--- src/hdl/sys_audio_pkg.sv ---
// Audio sample width, attenuation field layout and stereo mix mode codes

package sys_audio_pkg;

    // Signed PCM sample
    localparam int SAMPLE_W = 16;

    ////////////////////////////////////////////////////////////
    // Attenuation control
    ////////////////////////////////////////////////////////////

    // Top bit mutes, the rest is a right shift
    localparam int ATT_W        = 5;
    localparam int ATT_MUTE_BIT = ATT_W - 1;
    localparam int ATT_SHIFT_W  = ATT_W - 1;

    ////////////////////////////////////////////////////////////
    // Cross-channel blend
    ////////////////////////////////////////////////////////////

    // Amount of the opposite channel folded in
    typedef enum logic [1:0] {
        MIX_OFF  = 2'd0,
        MIX_25   = 2'd1,
        MIX_50   = 2'd2,
        MIX_MONO = 2'd3
    } mix_mode_e;

endpackage

--- src/hdl/sys_cmd_pkg.sv ---
// Host command port width, command codes and the two views of a command data word

package sys_cmd_pkg;

    // Host data word and command byte
    localparam int HOST_W = 16;
    localparam int CMD_W  = 8;

    ////////////////////////////////////////////////////////////
    // Command codes
    ////////////////////////////////////////////////////////////

    // System configuration word
    localparam logic [CMD_W-1:0] CMD_CFG = 8'h01;
    // Board LED overtake and state
    localparam logic [CMD_W-1:0] CMD_LED = 8'h25;
    // Volume attenuation
    localparam logic [CMD_W-1:0] CMD_VOL = 8'h26;

    ////////////////////////////////////////////////////////////
    // Data word views
    ////////////////////////////////////////////////////////////

    // Configuration view, bits 15..8 carry the HDMI mode fields elsewhere
    typedef struct packed {
        logic [7:0] rsvd_hi;
        logic       dvi_mode;
        logic       audio_96k;
        logic       ypbpr_en;
        logic       rsvd_4;
        logic       csync;
        logic       vga_scaler;
        logic [1:0] rsvd_lo;
    } cfg_view_t;

    // LED view, overtake mask in the high byte
    typedef struct packed {
        logic [7:0] overtake;
        logic [7:0] state;
    } led_view_t;

    // One host word, decoded by the command that precedes it
    typedef union packed {
        cfg_view_t cfg;
        led_view_t led;
    } cmd_data_u;

endpackage
--- src/hdl/sys_io_top.sv ---
// Top level: host control registers, sync polarity fixers and the stereo audio mixers

`timescale 1ns/10ps

module sys_io_top #(
    parameter int SYNC_CNT_W   = 12,
    parameter int STABLE_DEPTH = 2
) (
    input  logic                               clk_sys,
    input  logic                               resetd,

    // Host command port
    input  logic                               i_io_clk,
    input  logic                               i_io_uio,
    input  logic [sys_cmd_pkg::HOST_W-1:0]     i_io_din,
    output logic                               o_io_ack,

    // Configuration
    output logic                               o_dvi_mode,
    output logic                               o_audio_96k,
    output logic                               o_ypbpr_en,
    output logic                               o_csync,
    output logic                               o_vga_scaler,

    // LEDs
    input  logic                               i_led_user,
    input  logic [1:0]                         i_led_power,
    input  logic [1:0]                         i_led_disk,
    output logic [7:0]                         o_led,
    output logic                               o_led_power_on,
    output logic                               o_led_disk_on,
    output logic                               o_led_user_on,

    // Video sync
    input  logic                               i_hs,
    input  logic                               i_vs,
    output logic                               o_hs,
    output logic                               o_vs,

    // Audio
    input  logic [sys_audio_pkg::SAMPLE_W-1:0] i_core_l,
    input  logic [sys_audio_pkg::SAMPLE_W-1:0] i_core_r,
    input  logic [sys_audio_pkg::SAMPLE_W-1:0] i_linux_l,
    input  logic [sys_audio_pkg::SAMPLE_W-1:0] i_linux_r,
    input  logic                               i_audio_signed,
    input  sys_audio_pkg::mix_mode_e           i_audio_mix,
    output logic [sys_audio_pkg::SAMPLE_W-1:0] o_audio_l,
    output logic [sys_audio_pkg::SAMPLE_W-1:0] o_audio_r
);

    import sys_audio_pkg::*;

    logic [ATT_W-1:0]    vol_att;
    logic [SAMPLE_W-1:0] pre_l;
    logic [SAMPLE_W-1:0] pre_r;

    hps_ctrl_regs u_ctrl (
        .clk_sys        (clk_sys),
        .resetd         (resetd),
        .i_io_clk       (i_io_clk),
        .i_io_uio       (i_io_uio),
        .i_io_din       (i_io_din),
        .o_io_ack       (o_io_ack),
        .i_led_user     (i_led_user),
        .i_led_power    (i_led_power),
        .i_led_disk     (i_led_disk),
        .o_dvi_mode     (o_dvi_mode),
        .o_audio_96k    (o_audio_96k),
        .o_ypbpr_en     (o_ypbpr_en),
        .o_csync        (o_csync),
        .o_vga_scaler   (o_vga_scaler),
        .o_vol_att      (vol_att),
        .o_led          (o_led),
        .o_led_power_on (o_led_power_on),
        .o_led_disk_on  (o_led_disk_on),
        .o_led_user_on  (o_led_user_on)
    );

    sync_polarity_fix #(.SYNC_CNT_W(SYNC_CNT_W)) u_sync_h (
        .clk_sys (clk_sys),
        .resetd  (resetd),
        .i_sync  (i_hs),
        .o_sync  (o_hs)
    );

    sync_polarity_fix #(.SYNC_CNT_W(SYNC_CNT_W)) u_sync_v (
        .clk_sys (clk_sys),
        .resetd  (resetd),
        .i_sync  (i_vs),
        .o_sync  (o_vs)
    );

    // Channels trade pre-mix values for the stereo blend
    audio_mixer #(.STABLE_DEPTH(STABLE_DEPTH)) u_mix_l (
        .clk_sys     (clk_sys),
        .resetd      (resetd),
        .i_core      (i_core_l),
        .i_linux     (i_linux_l),
        .i_pre_other (pre_r),
        .i_signed    (i_audio_signed),
        .i_mix       (i_audio_mix),
        .i_att       (vol_att),
        .o_pre       (pre_l),
        .o_out       (o_audio_l)
    );

    audio_mixer #(.STABLE_DEPTH(STABLE_DEPTH)) u_mix_r (
        .clk_sys     (clk_sys),
        .resetd      (resetd),
        .i_core      (i_core_r),
        .i_linux     (i_linux_r),
        .i_pre_other (pre_l),
        .i_signed    (i_audio_signed),
        .i_mix       (i_audio_mix),
        .i_att       (vol_att),
        .o_pre       (pre_r),
        .o_out       (o_audio_r)
    );

endmodule

--- src/hdl/hps_ctrl_regs.sv ---
// Host command framing, configuration and volume registers, board LED combiner

`timescale 1ns/10ps

module hps_ctrl_regs (
    input  logic                              clk_sys,
    input  logic                              resetd,

    // Host command port
    input  logic                              i_io_clk,
    input  logic                              i_io_uio,
    input  logic [sys_cmd_pkg::HOST_W-1:0]    i_io_din,
    output logic                              o_io_ack,

    // Core LED requests
    input  logic                              i_led_user,
    input  logic [1:0]                        i_led_power,
    input  logic [1:0]                        i_led_disk,

    // Configuration bits
    output logic                              o_dvi_mode,
    output logic                              o_audio_96k,
    output logic                              o_ypbpr_en,
    output logic                              o_csync,
    output logic                              o_vga_scaler,
    output logic [sys_audio_pkg::ATT_W-1:0]   o_vol_att,

    // LED drive
    output logic [7:0]                        o_led,
    output logic                              o_led_power_on,
    output logic                              o_led_disk_on,
    output logic                              o_led_user_on
);

    import sys_cmd_pkg::*;
    import sys_audio_pkg::*;

    logic             io_clk_s1;
    logic             io_clk_s2;
    logic             io_strobe;
    logic             has_cmd;
    logic [CMD_W-1:0] cmd_q;
    cmd_data_u        din_u;
    cmd_data_u        cfg_q;
    cmd_data_u        led_q;
    logic [7:0]       core_led;

    ////////////////////////////////////////////////////////////
    // Strobe recovery
    ////////////////////////////////////////////////////////////

    // Two flops of synchronizer, the ack flop doubles as edge history
    always_ff @(posedge clk_sys) begin
        if (resetd) begin
            io_clk_s1 <= 1'b0;
            io_clk_s2 <= 1'b0;
            o_io_ack  <= 1'b0;
        end else begin
            io_clk_s1 <= i_io_clk;
            io_clk_s2 <= io_clk_s1;
            o_io_ack  <= io_clk_s2;
        end
    end

    assign io_strobe = io_clk_s2 & ~o_io_ack;
    assign din_u     = i_io_din;

    ////////////////////////////////////////////////////////////
    // Command framing and register writes
    ////////////////////////////////////////////////////////////

    always_ff @(posedge clk_sys) begin
        if (resetd) begin
            has_cmd   <= 1'b0;
            cfg_q     <= '0;
            led_q     <= '0;
            o_vol_att <= '0;
        end else if (!i_io_uio) begin
            // Frame closed by host
            has_cmd <= 1'b0;
        end else if (io_strobe) begin
            if (!has_cmd) begin
                has_cmd <= 1'b1;
            end else begin
                case (cmd_q)
                    CMD_CFG: cfg_q     <= din_u;
                    CMD_LED: led_q     <= din_u;
                    CMD_VOL: o_vol_att <= i_io_din[ATT_W-1:0];
                    default: ;
                endcase
            end
        end
    end

    // First word of a frame is the command
    always_ff @(posedge clk_sys) begin
        if (io_strobe && i_io_uio && !has_cmd) begin
            cmd_q <= i_io_din[CMD_W-1:0];
        end
    end

    assign o_dvi_mode   = cfg_q.cfg.dvi_mode;
    assign o_audio_96k  = cfg_q.cfg.audio_96k;
    assign o_ypbpr_en   = cfg_q.cfg.ypbpr_en;
    assign o_csync      = cfg_q.cfg.csync;
    assign o_vga_scaler = cfg_q.cfg.vga_scaler;

    ////////////////////////////////////////////////////////////
    // Board LEDs
    ////////////////////////////////////////////////////////////

    assign o_led_power_on = i_led_power[1] & ~i_led_power[0];
    // Bit 1 flips the sense of bit 0
    assign o_led_disk_on  = i_led_disk[1] ? ~i_led_disk[0] : i_led_disk[0];
    assign o_led_user_on  = i_led_user;

    assign core_led = {3'b000, o_led_power_on, 1'b0, o_led_disk_on, 1'b0, o_led_user_on};

    // Host overrides per bit
    assign o_led = (led_q.led.overtake & led_q.led.state) |
                   (~led_q.led.overtake & core_led);

    // Registers only move on a strobe that arrived inside a frame
    a_no_write_outside_frame : assert property (
        @(posedge clk_sys) disable iff (resetd)
        ((cfg_q != $past(cfg_q)) || (led_q != $past(led_q)) ||
         (o_vol_att != $past(o_vol_att))) |-> $past(i_io_uio)
    );

endmodule

--- src/hdl/sync_polarity_fix.sv ---
// Sync phase measurement and polarity normalization to a short active pulse

`timescale 1ns/10ps

module sync_polarity_fix #(
    parameter int SYNC_CNT_W = 12
) (
    input  logic clk_sys,
    input  logic resetd,
    input  logic i_sync,
    output logic o_sync
);

    logic                  sync_s1;
    logic                  sync_s2;
    logic [SYNC_CNT_W-1:0] cnt_q;
    logic [SYNC_CNT_W-1:0] high_len;
    logic [SYNC_CNT_W-1:0] low_len;
    logic                  pol_q;

    always_ff @(posedge clk_sys) begin
        if (resetd) begin
            sync_s1  <= 1'b0;
            sync_s2  <= 1'b0;
            cnt_q    <= '0;
            high_len <= '0;
            low_len  <= '0;
            pol_q    <= 1'b0;
        end else begin
            sync_s1 <= i_sync;
            sync_s2 <= sync_s1;

            // Phase length restarts on every edge
            if (sync_s1 != sync_s2) begin
                cnt_q <= '0;
            end else begin
                cnt_q <= cnt_q + SYNC_CNT_W'(1);
            end

            // Rising edge ends a low phase, falling edge a high one
            if (sync_s1 && !sync_s2) begin
                low_len <= cnt_q;
            end
            if (!sync_s1 && sync_s2) begin
                high_len <= cnt_q;
            end

            pol_q <= (high_len > low_len);
        end
    end

    // Invert when the high phase is the long one
    assign o_sync = i_sync ^ pol_q;

    // Phase must end before the counter runs out
    a_cnt_no_wrap : assert property (
        @(posedge clk_sys) disable iff (resetd)
        (cnt_q == '1) |-> (sync_s1 != sync_s2)
    );

endmodule

--- src/hdl/audio_mixer.sv ---
// One audio channel: deglitch, core plus Linux sum, stereo blend, attenuation, clamp

`timescale 1ns/10ps

module audio_mixer #(
    parameter int STABLE_DEPTH = 2
) (
    input  logic                               clk_sys,
    input  logic                               resetd,
    input  logic [sys_audio_pkg::SAMPLE_W-1:0] i_core,
    input  logic [sys_audio_pkg::SAMPLE_W-1:0] i_linux,
    input  logic [sys_audio_pkg::SAMPLE_W-1:0] i_pre_other,
    input  logic                               i_signed,
    input  sys_audio_pkg::mix_mode_e           i_mix,
    input  logic [sys_audio_pkg::ATT_W-1:0]    i_att,
    output logic [sys_audio_pkg::SAMPLE_W-1:0] o_pre,
    output logic [sys_audio_pkg::SAMPLE_W-1:0] o_out
);

    import sys_audio_pkg::*;

    logic        [SAMPLE_W-1:0] core_held;
    logic signed [SAMPLE_W:0]   linux_x;
    logic signed [SAMPLE_W:0]   other_x;
    logic signed [SAMPLE_W:0]   a1_q;
    logic signed [SAMPLE_W:0]   a2_q;
    logic signed [SAMPLE_W:0]   a3_q;
    logic signed [SAMPLE_W:0]   a4_q;
    logic [ATT_SHIFT_W-1:0]     att_shift;

    audio_deglitch #(
        .STABLE_DEPTH (STABLE_DEPTH)
    ) u_deglitch (
        .clk_sys  (clk_sys),
        .resetd   (resetd),
        .i_sample (i_core),
        .o_sample (core_held)
    );

    assign linux_x   = {i_linux[SAMPLE_W-1], i_linux};
    assign other_x   = {i_pre_other[SAMPLE_W-1], i_pre_other};
    assign att_shift = i_att[ATT_SHIFT_W-1:0];

    ////////////////////////////////////////////////////////////
    // Sum and blend, stages 1 to 3
    ////////////////////////////////////////////////////////////

    always_ff @(posedge clk_sys) begin
        // Unsigned core audio is halved into the positive range
        if (i_signed) begin
            a1_q <= {core_held[SAMPLE_W-1], core_held};
        end else begin
            a1_q <= {2'b00, core_held[SAMPLE_W-1:1]};
        end

        a2_q <= a1_q + linux_x;

        case (i_mix)
            MIX_OFF:  a3_q <= a2_q;
            MIX_25:   a3_q <= a2_q - (a2_q >>> 3) + (other_x >>> 2);
            MIX_50:   a3_q <= a2_q - (a2_q >>> 2) + (other_x >>> 1);
            MIX_MONO: a3_q <= (a2_q >>> 1) + other_x;
            default:  a3_q <= a2_q;
        endcase

        // Volume
        if (i_att[ATT_MUTE_BIT]) begin
            a4_q <= '0;
        end else begin
            a4_q <= a3_q >>> att_shift;
        end
    end

    ////////////////////////////////////////////////////////////
    // Outputs, pre value for the other channel and clamp
    ////////////////////////////////////////////////////////////

    always_ff @(posedge clk_sys) begin
        if (resetd) begin
            o_pre <= '0;
            o_out <= '0;
        end else begin
            o_pre <= a2_q[SAMPLE_W:1];
            // Top two bits differ on overflow
            if (a4_q[SAMPLE_W] != a4_q[SAMPLE_W-1]) begin
                o_out <= {a4_q[SAMPLE_W], {(SAMPLE_W-1){~a4_q[SAMPLE_W]}}};
            end else begin
                o_out <= a4_q[SAMPLE_W-1:0];
            end
        end
    end

    // Mute held through the pipeline depth silences the output
    a_mute_clears_out : assert property (
        @(posedge clk_sys) disable iff (resetd)
        i_att[ATT_MUTE_BIT] [*5] |=> (o_out == '0)
    );

endmodule

--- src/hdl/audio_deglitch.sv ---
// Core sample stability filter, holds the last sample seen steady for several cycles

`timescale 1ns/10ps

module audio_deglitch #(
    parameter int STABLE_DEPTH = 2
) (
    input  logic                               clk_sys,
    input  logic                               resetd,
    input  logic [sys_audio_pkg::SAMPLE_W-1:0] i_sample,
    output logic [sys_audio_pkg::SAMPLE_W-1:0] o_sample
);

    import sys_audio_pkg::*;

    logic [SAMPLE_W-1:0] dly_q [STABLE_DEPTH+1];
    logic                steady;

    // Delay line, stage 0 only retimes the input
    always_ff @(posedge clk_sys) begin
        dly_q[0] <= i_sample;
        for (int k = 1; k <= STABLE_DEPTH; k++) begin
            dly_q[k] <= dly_q[k-1];
        end
    end

    always_comb begin
        steady = 1'b1;
        for (int k = 2; k <= STABLE_DEPTH; k++) begin
            if (dly_q[k] != dly_q[1]) begin
                steady = 1'b0;
            end
        end
    end

    always_ff @(posedge clk_sys) begin
        if (resetd) begin
            o_sample <= '0;
        end else if (steady) begin
            o_sample <= dly_q[1];
        end
    end

endmodule

--- config.mk ---
export PLATFORM = sky130hd
export DESIGN_NAME = sys_io_top
export DESIGN_NICKNAME = d
export VERILOG_FILES = /design/src/hdl/sys_audio_pkg.sv /design/src/hdl/sys_cmd_pkg.sv /design/src/hdl/sys_io_top.sv /design/src/hdl/hps_ctrl_regs.sv /design/src/hdl/sync_polarity_fix.sv /design/src/hdl/audio_mixer.sv /design/src/hdl/audio_deglitch.sv
export SDC_FILE = /design/constraint.sdc
export NUM_CORES = 1
export LEC_CHECK = 0
export BUFFER_PORTS_ARGS = -buffer_cell sky130_fd_sc_hd__buf_2
export CAP_MARGIN = 15
export CORE_MARGIN = 4
export CORE_UTILIZATION = 25
export CTS_BUF_LIST = sky130_fd_sc_hd__clkbuf_2 sky130_fd_sc_hd__clkbuf_4 sky130_fd_sc_hd__clkbuf_8
export CTS_CLUSTER_DIAMETER = 80
export DETAILED_ROUTE_END_ITERATION = 7
export SYNTH_ARGS = -nofsm -noshare
export SYNTH_HDL_FRONTEND = slang
export SYNTH_SLANG_ARGS = --single-unit
--- constraint.sdc ---
create_clock -name clk_sys -period 4.4 [get_ports clk_sys]
set_clock_uncertainty 0.15 [all_clocks]
set_input_delay 0.44 -clock clk_sys [delete_from_list [all_inputs] [get_ports clk_sys]]
set_output_delay 0.44 -clock clk_sys [all_outputs]
set_load 0.03 [all_outputs]
==> results.json, run 1 <==
{
  "outcome": "finished, final reports clean",
  "rsz0062_at_grt": "no",
  "grt_max_degree": 106,
  "worstPathArrival_ps": 4030,
  "antenna_found_initial": 3,
  "hold-path-cell-count": 3,
  "syn_area_per_cell_um2": 9.673,
  "grt_pass1_vias": 16960,
  "grt_pass1_wl_um": 90560,
  "coreArea_um2": 91520,
  "async_flop_share_pct": 0,
  "dr_total_vias": 17010,
  "drive_gt1_share_pct": 15.28,
  "min_period_ps": 3619,
  "timing.rr.start": "u_mix_r.a2_q[2]$_DFF_P_",
  "ant_nets": 0,
  "required_ps": 4820,
  "maxCapViolCount": 0,
  "crit_fanout": 4,
  "die_area_um2": 97050,
  "maxSlewHeadroom_pct": 37.73,
  "power_frac_comb_pct": 24.2,
  "hpwl_um": 42140,
  "seq_area_frac_synth_pct": 38.77,
  "synth_edf_count": 8,
  "yosys.area.top_type": "dfxtp_1",
  "synthFlopType": "dfxtp_1",
  "fin_ws_ps": 781.4,
  "cp-end-kind": "register",
  "syn_inst": 2381,
  "stdcell_count": 3850,
  "die_y_um": 311.5,
  "finalCritPeriodShare_pct": 82.24,
  "ios": 145,
  "fp-row-count": 111,
  "synth_nets": 2717,
  "grt_overflow": 0,
  "internal_power_w": 0.007966,
  "worstHoldPathType": "in -> reg",
  "grtUsageTotal_pct": 11.45,
  "wire_per_inst_um": 14.46,
  "whs_endpoint": "u_mix_r.a2_q[12]$_DFF_P_",
  "netlist_area_um2": 23030,
  "final_hold_viol_count": 0,
  "die_w_um": 311.5,
  "synth_cell_types": 87,
  "cts_sinks": 442,
  "clk_latency_ps": 690,
  "nNetsFinal": 2943,
  "reg2reg_depth": 12,
  "final_cell_area_um2": 27410,
  "cts_buffers": 77,
  "syn_to_final_growth_pct": 19.02,
  "worst_pin_slew_ps": 934.1,
  "drv_slew": 0,
  "synth-seq-cells": 442,
  "place_ws_ps": 817.6,
  "drc": 0,
  "ir_drop_uv": 236.5,
  "cp-start-kind": "register",
  "portBuffers": 144,
  "wirelength_um": 55660,
  "r2r-end": "u_mix_r.a3_q[16]$_DFF_P_",
  "root_buffer": "clkbuf_8",
  "synthMostInstantiatedCell": "dfxtp_1",
  "first_iter_violations": 962,
  "max_freq_ghz": 0.2763,
  "htreeDepth": 3,
  "p_sw_w": 0.003666,
  "p_clk_share_pct": 35.8,
  "routed_via_density": 4.418,
  "start_util_pct": 25.17,
  "synthTopCellsByCount": "dfxtp_1 (434), nor2_1 (284), inv_1 (256)",
  "leakagePower_nw": 12.23,
  "utilization_pct": 29.95,
  "synth_top_area_share_pct": 37.72,
  "pwr-share-seq_pct": 39.9,
  "setup-tns-final_ps": 0,
  "clock_path_buffers": 3,
  "cts_setup_buffers": 0,
  "place_inst": 3649,
  "place_area_um2": 25030,
  "drt_pass1_iterations": 7,
  "clk_pin_slew_ps": 60,
  "ff2ff_setup_slack_ps": 780,
  "yosysWarnings": 0,
  "setup_violations": 0,
  "cts_tree": "yes",
  "ys_top_cells_by_area": "dfxtp_1 (38%), ha_1 (9.7%), fa_1 (5.6%), mux2i_1 (5.4%), nor2_1 (4.6%)",
  "p_sw_share_pct": 31.52,
  "path_class": "reg -> reg",
  "place_congestion": 0.8907,
  "min_from": "i_linux_r[12]",
  "p_per_area_nw_per_um2": 424.3
}
[area by class of cell]
type	instances	area [µm²]
clock buffers	106	1353
repair buffers	223	1500
diodes	1	2.502
clock inverters	29	364.1
fillers	9473	64110
multi-input cells	1603	12800
flip-flops and latches	442	8930
well taps	1186	1484
inverters	260	975.9
[power by group through the flow]
stage / Clock [W] / Sequential (W) / Combinational, W
floorplan: 0 / 0.00484 / 0.00185
global placement: 0 / 0.00473 / 0.00275
detailed placement: 0 / 0.00473 / 0.00275
CTS: 0.00434 / 0.00465 / 0.00282
global route: 0.00451 / 0.00469 / 0.00312
finish: 0.00417 / 0.00464 / 0.00282
[per-stage QoR]
step,hold slack (ps),total power (W)
after floorplan,159.6,0.006687
after global placement,160.8,0.007473
after detailed placement,162.1,0.007485
after CTS,3.320,0.01180
after global routing,46.99,0.01232
final,77.22,0.01163
[worst max path at each step]
stage | startpoint | end | cells after the start
3_3_place_gp | u_mix_r.a2_q[5]$_DFF_P_ | u_mix_r.a3_q[16]$_DFF_P_ | 12
5_1_grt | u_mix_l.a2_q[6]$_DFF_P_ | u_mix_l.a3_q[15]$_DFF_P_ | 12
3_5_place_dp | u_mix_r.a2_q[2]$_DFF_P_ | u_mix_r.a3_q[16]$_DFF_P_ | 12
6_report | u_mix_r.a2_q[2]$_DFF_P_ | u_mix_r.a3_q[16]$_DFF_P_ | 12
2_1_floorplan | u_mix_r.a2_q[5]$_DFF_P_ | u_mix_r.a3_q[16]$_DFF_P_ | 12
4_1_cts | u_mix_r.a2_q[5]$_DFF_P_ | u_mix_r.a3_q[16]$_DFF_P_ | 12
[cell families after synthesis]
logic type	after synthesis	share of synthesized area, %
AND/OR/NAND/NOR	608	12.02
buffers and inverters	336	5.650
adder cells (fa/ha/maj)	242	15.23
AO/OA/AOI/OAI	387	10.96
multiplexers	209	11.40
XOR/XNOR	157	5.970
flip-flops	442	38.77
[routing by layer]
| layer | GRT usage [%] | vias up | share of wire, % |
|---|---|---|---|
| li1 | - | 8564 | - |
| met1 | 15.91 | 7975 | 49 |
| met2 | 17.56 | 378 | 43 |
| met3 | 2.594 | 91 | 5.4 |
| met4 | 3.736 | 0 | 2.2 |
| met5 | 0 | - | 0 |
[cells in the final DEF, fill, tap and decap left out, types with 28 or more instances in the layout]
cell type	n
a21oi_1	131
mux4_2	38
dfxtp_1	433
nor3_1	46
buf_2	143
mux2_2	45
inv_1	256
nand3_1	29
mux2i_1	125
nand2_1	109
xor2_1	82
nor2_1	283
clkbuf_8	89
xnor2_1	75
nor2b_1	28
a211oi_1	40
dlygate4sd3_1	64
fa_1	64
ha_1	178
o21ai_0	52
[timing repair]
item	4_1_cts	5_1_grt
hold buffers	64	0
hold endpoints to repair	82	0
gates resized for setup	0	0
[state kept, by name, summed over array words and instances, names as in the netlist, 16 cells and up]
signal and cells:
u_mix_l.a1_q 16, u_mix_r.u_deglitch.o_sample 16, u_mix_l.a4_q 17, u_mix_l.u_deglitch.o_sample 16
u_mix_l.a3_q 17, u_mix_r.a2_q 17, u_mix_l.a2_q 17, u_mix_r.a1_q 16
u_mix_l.o_pre 16, u_mix_r.a4_q 17, u_mix_r.a3_q 17, u_mix_r.u_deglitch.dly_q 48
u_mix_r.o_out 16, u_ctrl.led_q 16, u_mix_l.u_deglitch.dly_q 48, u_mix_l.o_out 16
u_mix_r.o_pre 16
[worst max-delay path: stages (launching register included)]
cell,delay (ps)
dfxtp_1,390
inv_1,160
fa_1,540
inv_1,40
ha_1,320
nor2b_4,150
o2111ai_2,220
a31oi_2,190
a31oi_4,270
o21ai_2,100
a221o_1,340
or4_1,470
o211a_1,140
Power figures use the tool's default switching activity.
==> run 2, diff against run 1 <==
clock period = 3.16 ns   (was 4.4 ns; I/O delays follow)
==> results.json, run 2 (same netlist as run 1, synthesis figures left out) <==
{
  "cp-end-kind": "register",
  "p_per_area_nw_per_um2": 570.6,
  "drc": 0,
  "r2r-end": "u_mix_r.a3_q[16]$_DFF_P_",
  "crit_slowest_cell": "fa_1",
  "path_class": "reg -> reg",
  "nNetsFinal": 3144,
  "min_from": "i_audio_signed",
  "place_congestion": 0.8539,
  "maxSlewHeadroom_pct": 44.91,
  "wirelength_um": 58250,
  "setup_violations": 0,
  "ir_drop_uv": 410.8,
  "antenna_found_initial": 8,
  "final_cell_mix": "dfxtp_1 (401), nor2_1 (279), inv_1 (224), buf_4 (177), ha_1 (155)",
  "wire_per_inst_um": 14.35,
  "leakagePower_nw": 13.27,
  "routed_via_density": 4.368,
  "num-fill-cells": 9316,
  "drv_slew": 0,
  "die_area_um2": 97050,
  "coreArea_um2": 91520,
  "ios": 145,
  "cts_buffers": 77,
  "grt_pass1_vias": 17740,
  "ant_nets": 0,
  "place_ws_ps": -259.3,
  "drive_gt1_share_pct": 25.44,
  "syn_to_final_growth_pct": 29.33,
  "final_cell_area_um2": 29790,
  "finalCritPeriodShare_pct": 99.49,
  "p_sw_share_pct": 31.97,
  "critPathBufInv": 2,
  "p_sw_w": 0.005433,
  "slowest_delay_ps": 490,
  "cts_sinks": 442,
  "fin_ws_ps": 16.03,
  "clock_path_buffers": 3,
  "p_clk_share_pct": 34.4,
  "max_freq_ghz": 0.3181,
  "drt_pass1_iterations": 5,
  "worstPathArrival_ps": 3590,
  "timing.rr.start": "u_mix_r.a2_q[8]$_DFF_P_",
  "htreeDepth": 3,
  "die_y_um": 311.5,
  "grt_pass1_wl_um": 93150,
  "cp-start-kind": "register",
  "required_ps": 3610,
  "ff2ff_setup_slack_ps": 20,
  "worstHoldPathType": "in -> reg",
  "final_hold_viol_count": 0,
  "whs_endpoint": "u_mix_l.a1_q[15]$_SDFF_PN0_",
  "utilization_pct": 32.55,
  "largest_registers": "u_mix_l.u_deglitch.dly_q (48), u_mix_r.u_deglitch.dly_q (48)",
  "place_area_um2": 26250,
  "path_cells": "buf_6, fa_1, inv_2, ha_4, or2_1, a21oi_2, a31oi_4, a31oi_4, o21ai_2, a221o_1, or4_1, o211a_1",
  "fp-row-count": 111,
  "pwr-share-seq_pct": 38.0,
  "dr_total_vias": 17730,
  "power_frac_comb_pct": 27.6,
  "worst_path_most_repeated_cell": "a31oi_4",
  "grt_max_degree": 82,
  "place_inst": 3801,
  "final_common_cell": "dfxtp_1",
  "maxCapViolCount": 0,
  "min_period_ps": 3144,
  "crit_fanout": 3,
  "root_buffer": "clkbuf_8",
  "grt_overflow": 0,
  "hpwl_um": 43930,
  "reg2reg_depth": 12,
  "first_iter_violations": 924,
  "worst_pin_slew_ps": 826.4,
  "cts_tree": "yes",
  "grtUsageTotal_pct": 11.80,
  "clk_latency_ps": 700,
  "stdcell_count": 4059,
  "portBuffers": 144,
  "die_w_um": 311.5,
  "clk_pin_slew_ps": 70,
  "internal_power_w": 0.01156,
  "outcome": "finished, final reports clean",
  "rsz0062_at_grt": "yes",
  "crit_family": "compound AO/OA/AOI/OAI gates",
  "start_util_pct": 25.17,
  "hold-path-cell-count": 2
}
==> run 2: metal layers <==
metal  share of wire, %  GRT usage [%]  vias to the layer above
li1                   -              -                     8967
met1                 48          15.97                     8286
met2                 45          18.84                      379
met3                5.1          2.467                       98
met4                2.2          3.704                        0
met5                  0              0                        -
==> run 2: worst max-delay path by stage <==
stage                                           start                  endpoint  slack, ps  cells after the start
after floorplan           u_mix_l.o_pre[3]$_SDFF_PP0_  u_mix_r.a3_q[16]$_DFF_P_         20                     12
after global placement        u_mix_l.a2_q[3]$_DFF_P_  u_mix_l.a3_q[11]$_DFF_P_       -180                     11
after detailed placement  u_mix_r.o_pre[2]$_SDFF_PP0_  u_mix_l.a3_q[13]$_DFF_P_       -260                     12
after CTS                     u_mix_r.a2_q[5]$_DFF_P_  u_mix_r.a3_q[16]$_DFF_P_        -50                     12
after global routing      u_mix_l.o_pre[3]$_SDFF_PP0_  u_mix_r.a3_q[12]$_DFF_P_        -90                     12
final                         u_mix_r.a2_q[8]$_DFF_P_  u_mix_r.a3_q[16]$_DFF_P_         20                     12
==> run 2: cell type report <==
cell class	count	area [µm²]	area share, %
flip-flops and latches	442	8992	30.19
diodes	4	10.01	0.03360
clock inverters	25	276.5	0.9283
inverters	260	978.4	3.285
clock buffers	115	1470	4.936
well taps	1186	1484	4.982
repair buffers	424	3099	10.40
multi-input cells	1603	13480	45.24
==> run 2: power groups by stage <==
stage                     Clock (W)  Sequential, W  Combinational, W
after CTS                   0.00609        0.00646           0.00443
after floorplan                   0        0.00674           0.00260
final                       0.00584        0.00646           0.00469
after detailed placement          0        0.00658           0.00420
after global placement            0        0.00657           0.00418
after global routing        0.00634        0.00652           0.00514
==> run 2: repair_timing <==
item	4_1_cts	5_1_grt
setup endpoints to repair	18	20
setup buffers	4	11
gates resized for setup	55	120
hold buffers	100	0
hold endpoints to repair	145	0
pin swaps	22	47
==> run 2: through the flow <==
step,hold slack [ps],TNS (ps),total power (W)
5_1_grt,39.04,-489.8,0.01800
6_report,105.2,0,0.01700
3_5_place_dp,162.1,-1770,0.01078
3_3_place_gp,160.8,-1304,0.01075
4_1_cts,12.75,-52.04,0.01698
2_1_floorplan,159.6,0,0.009339
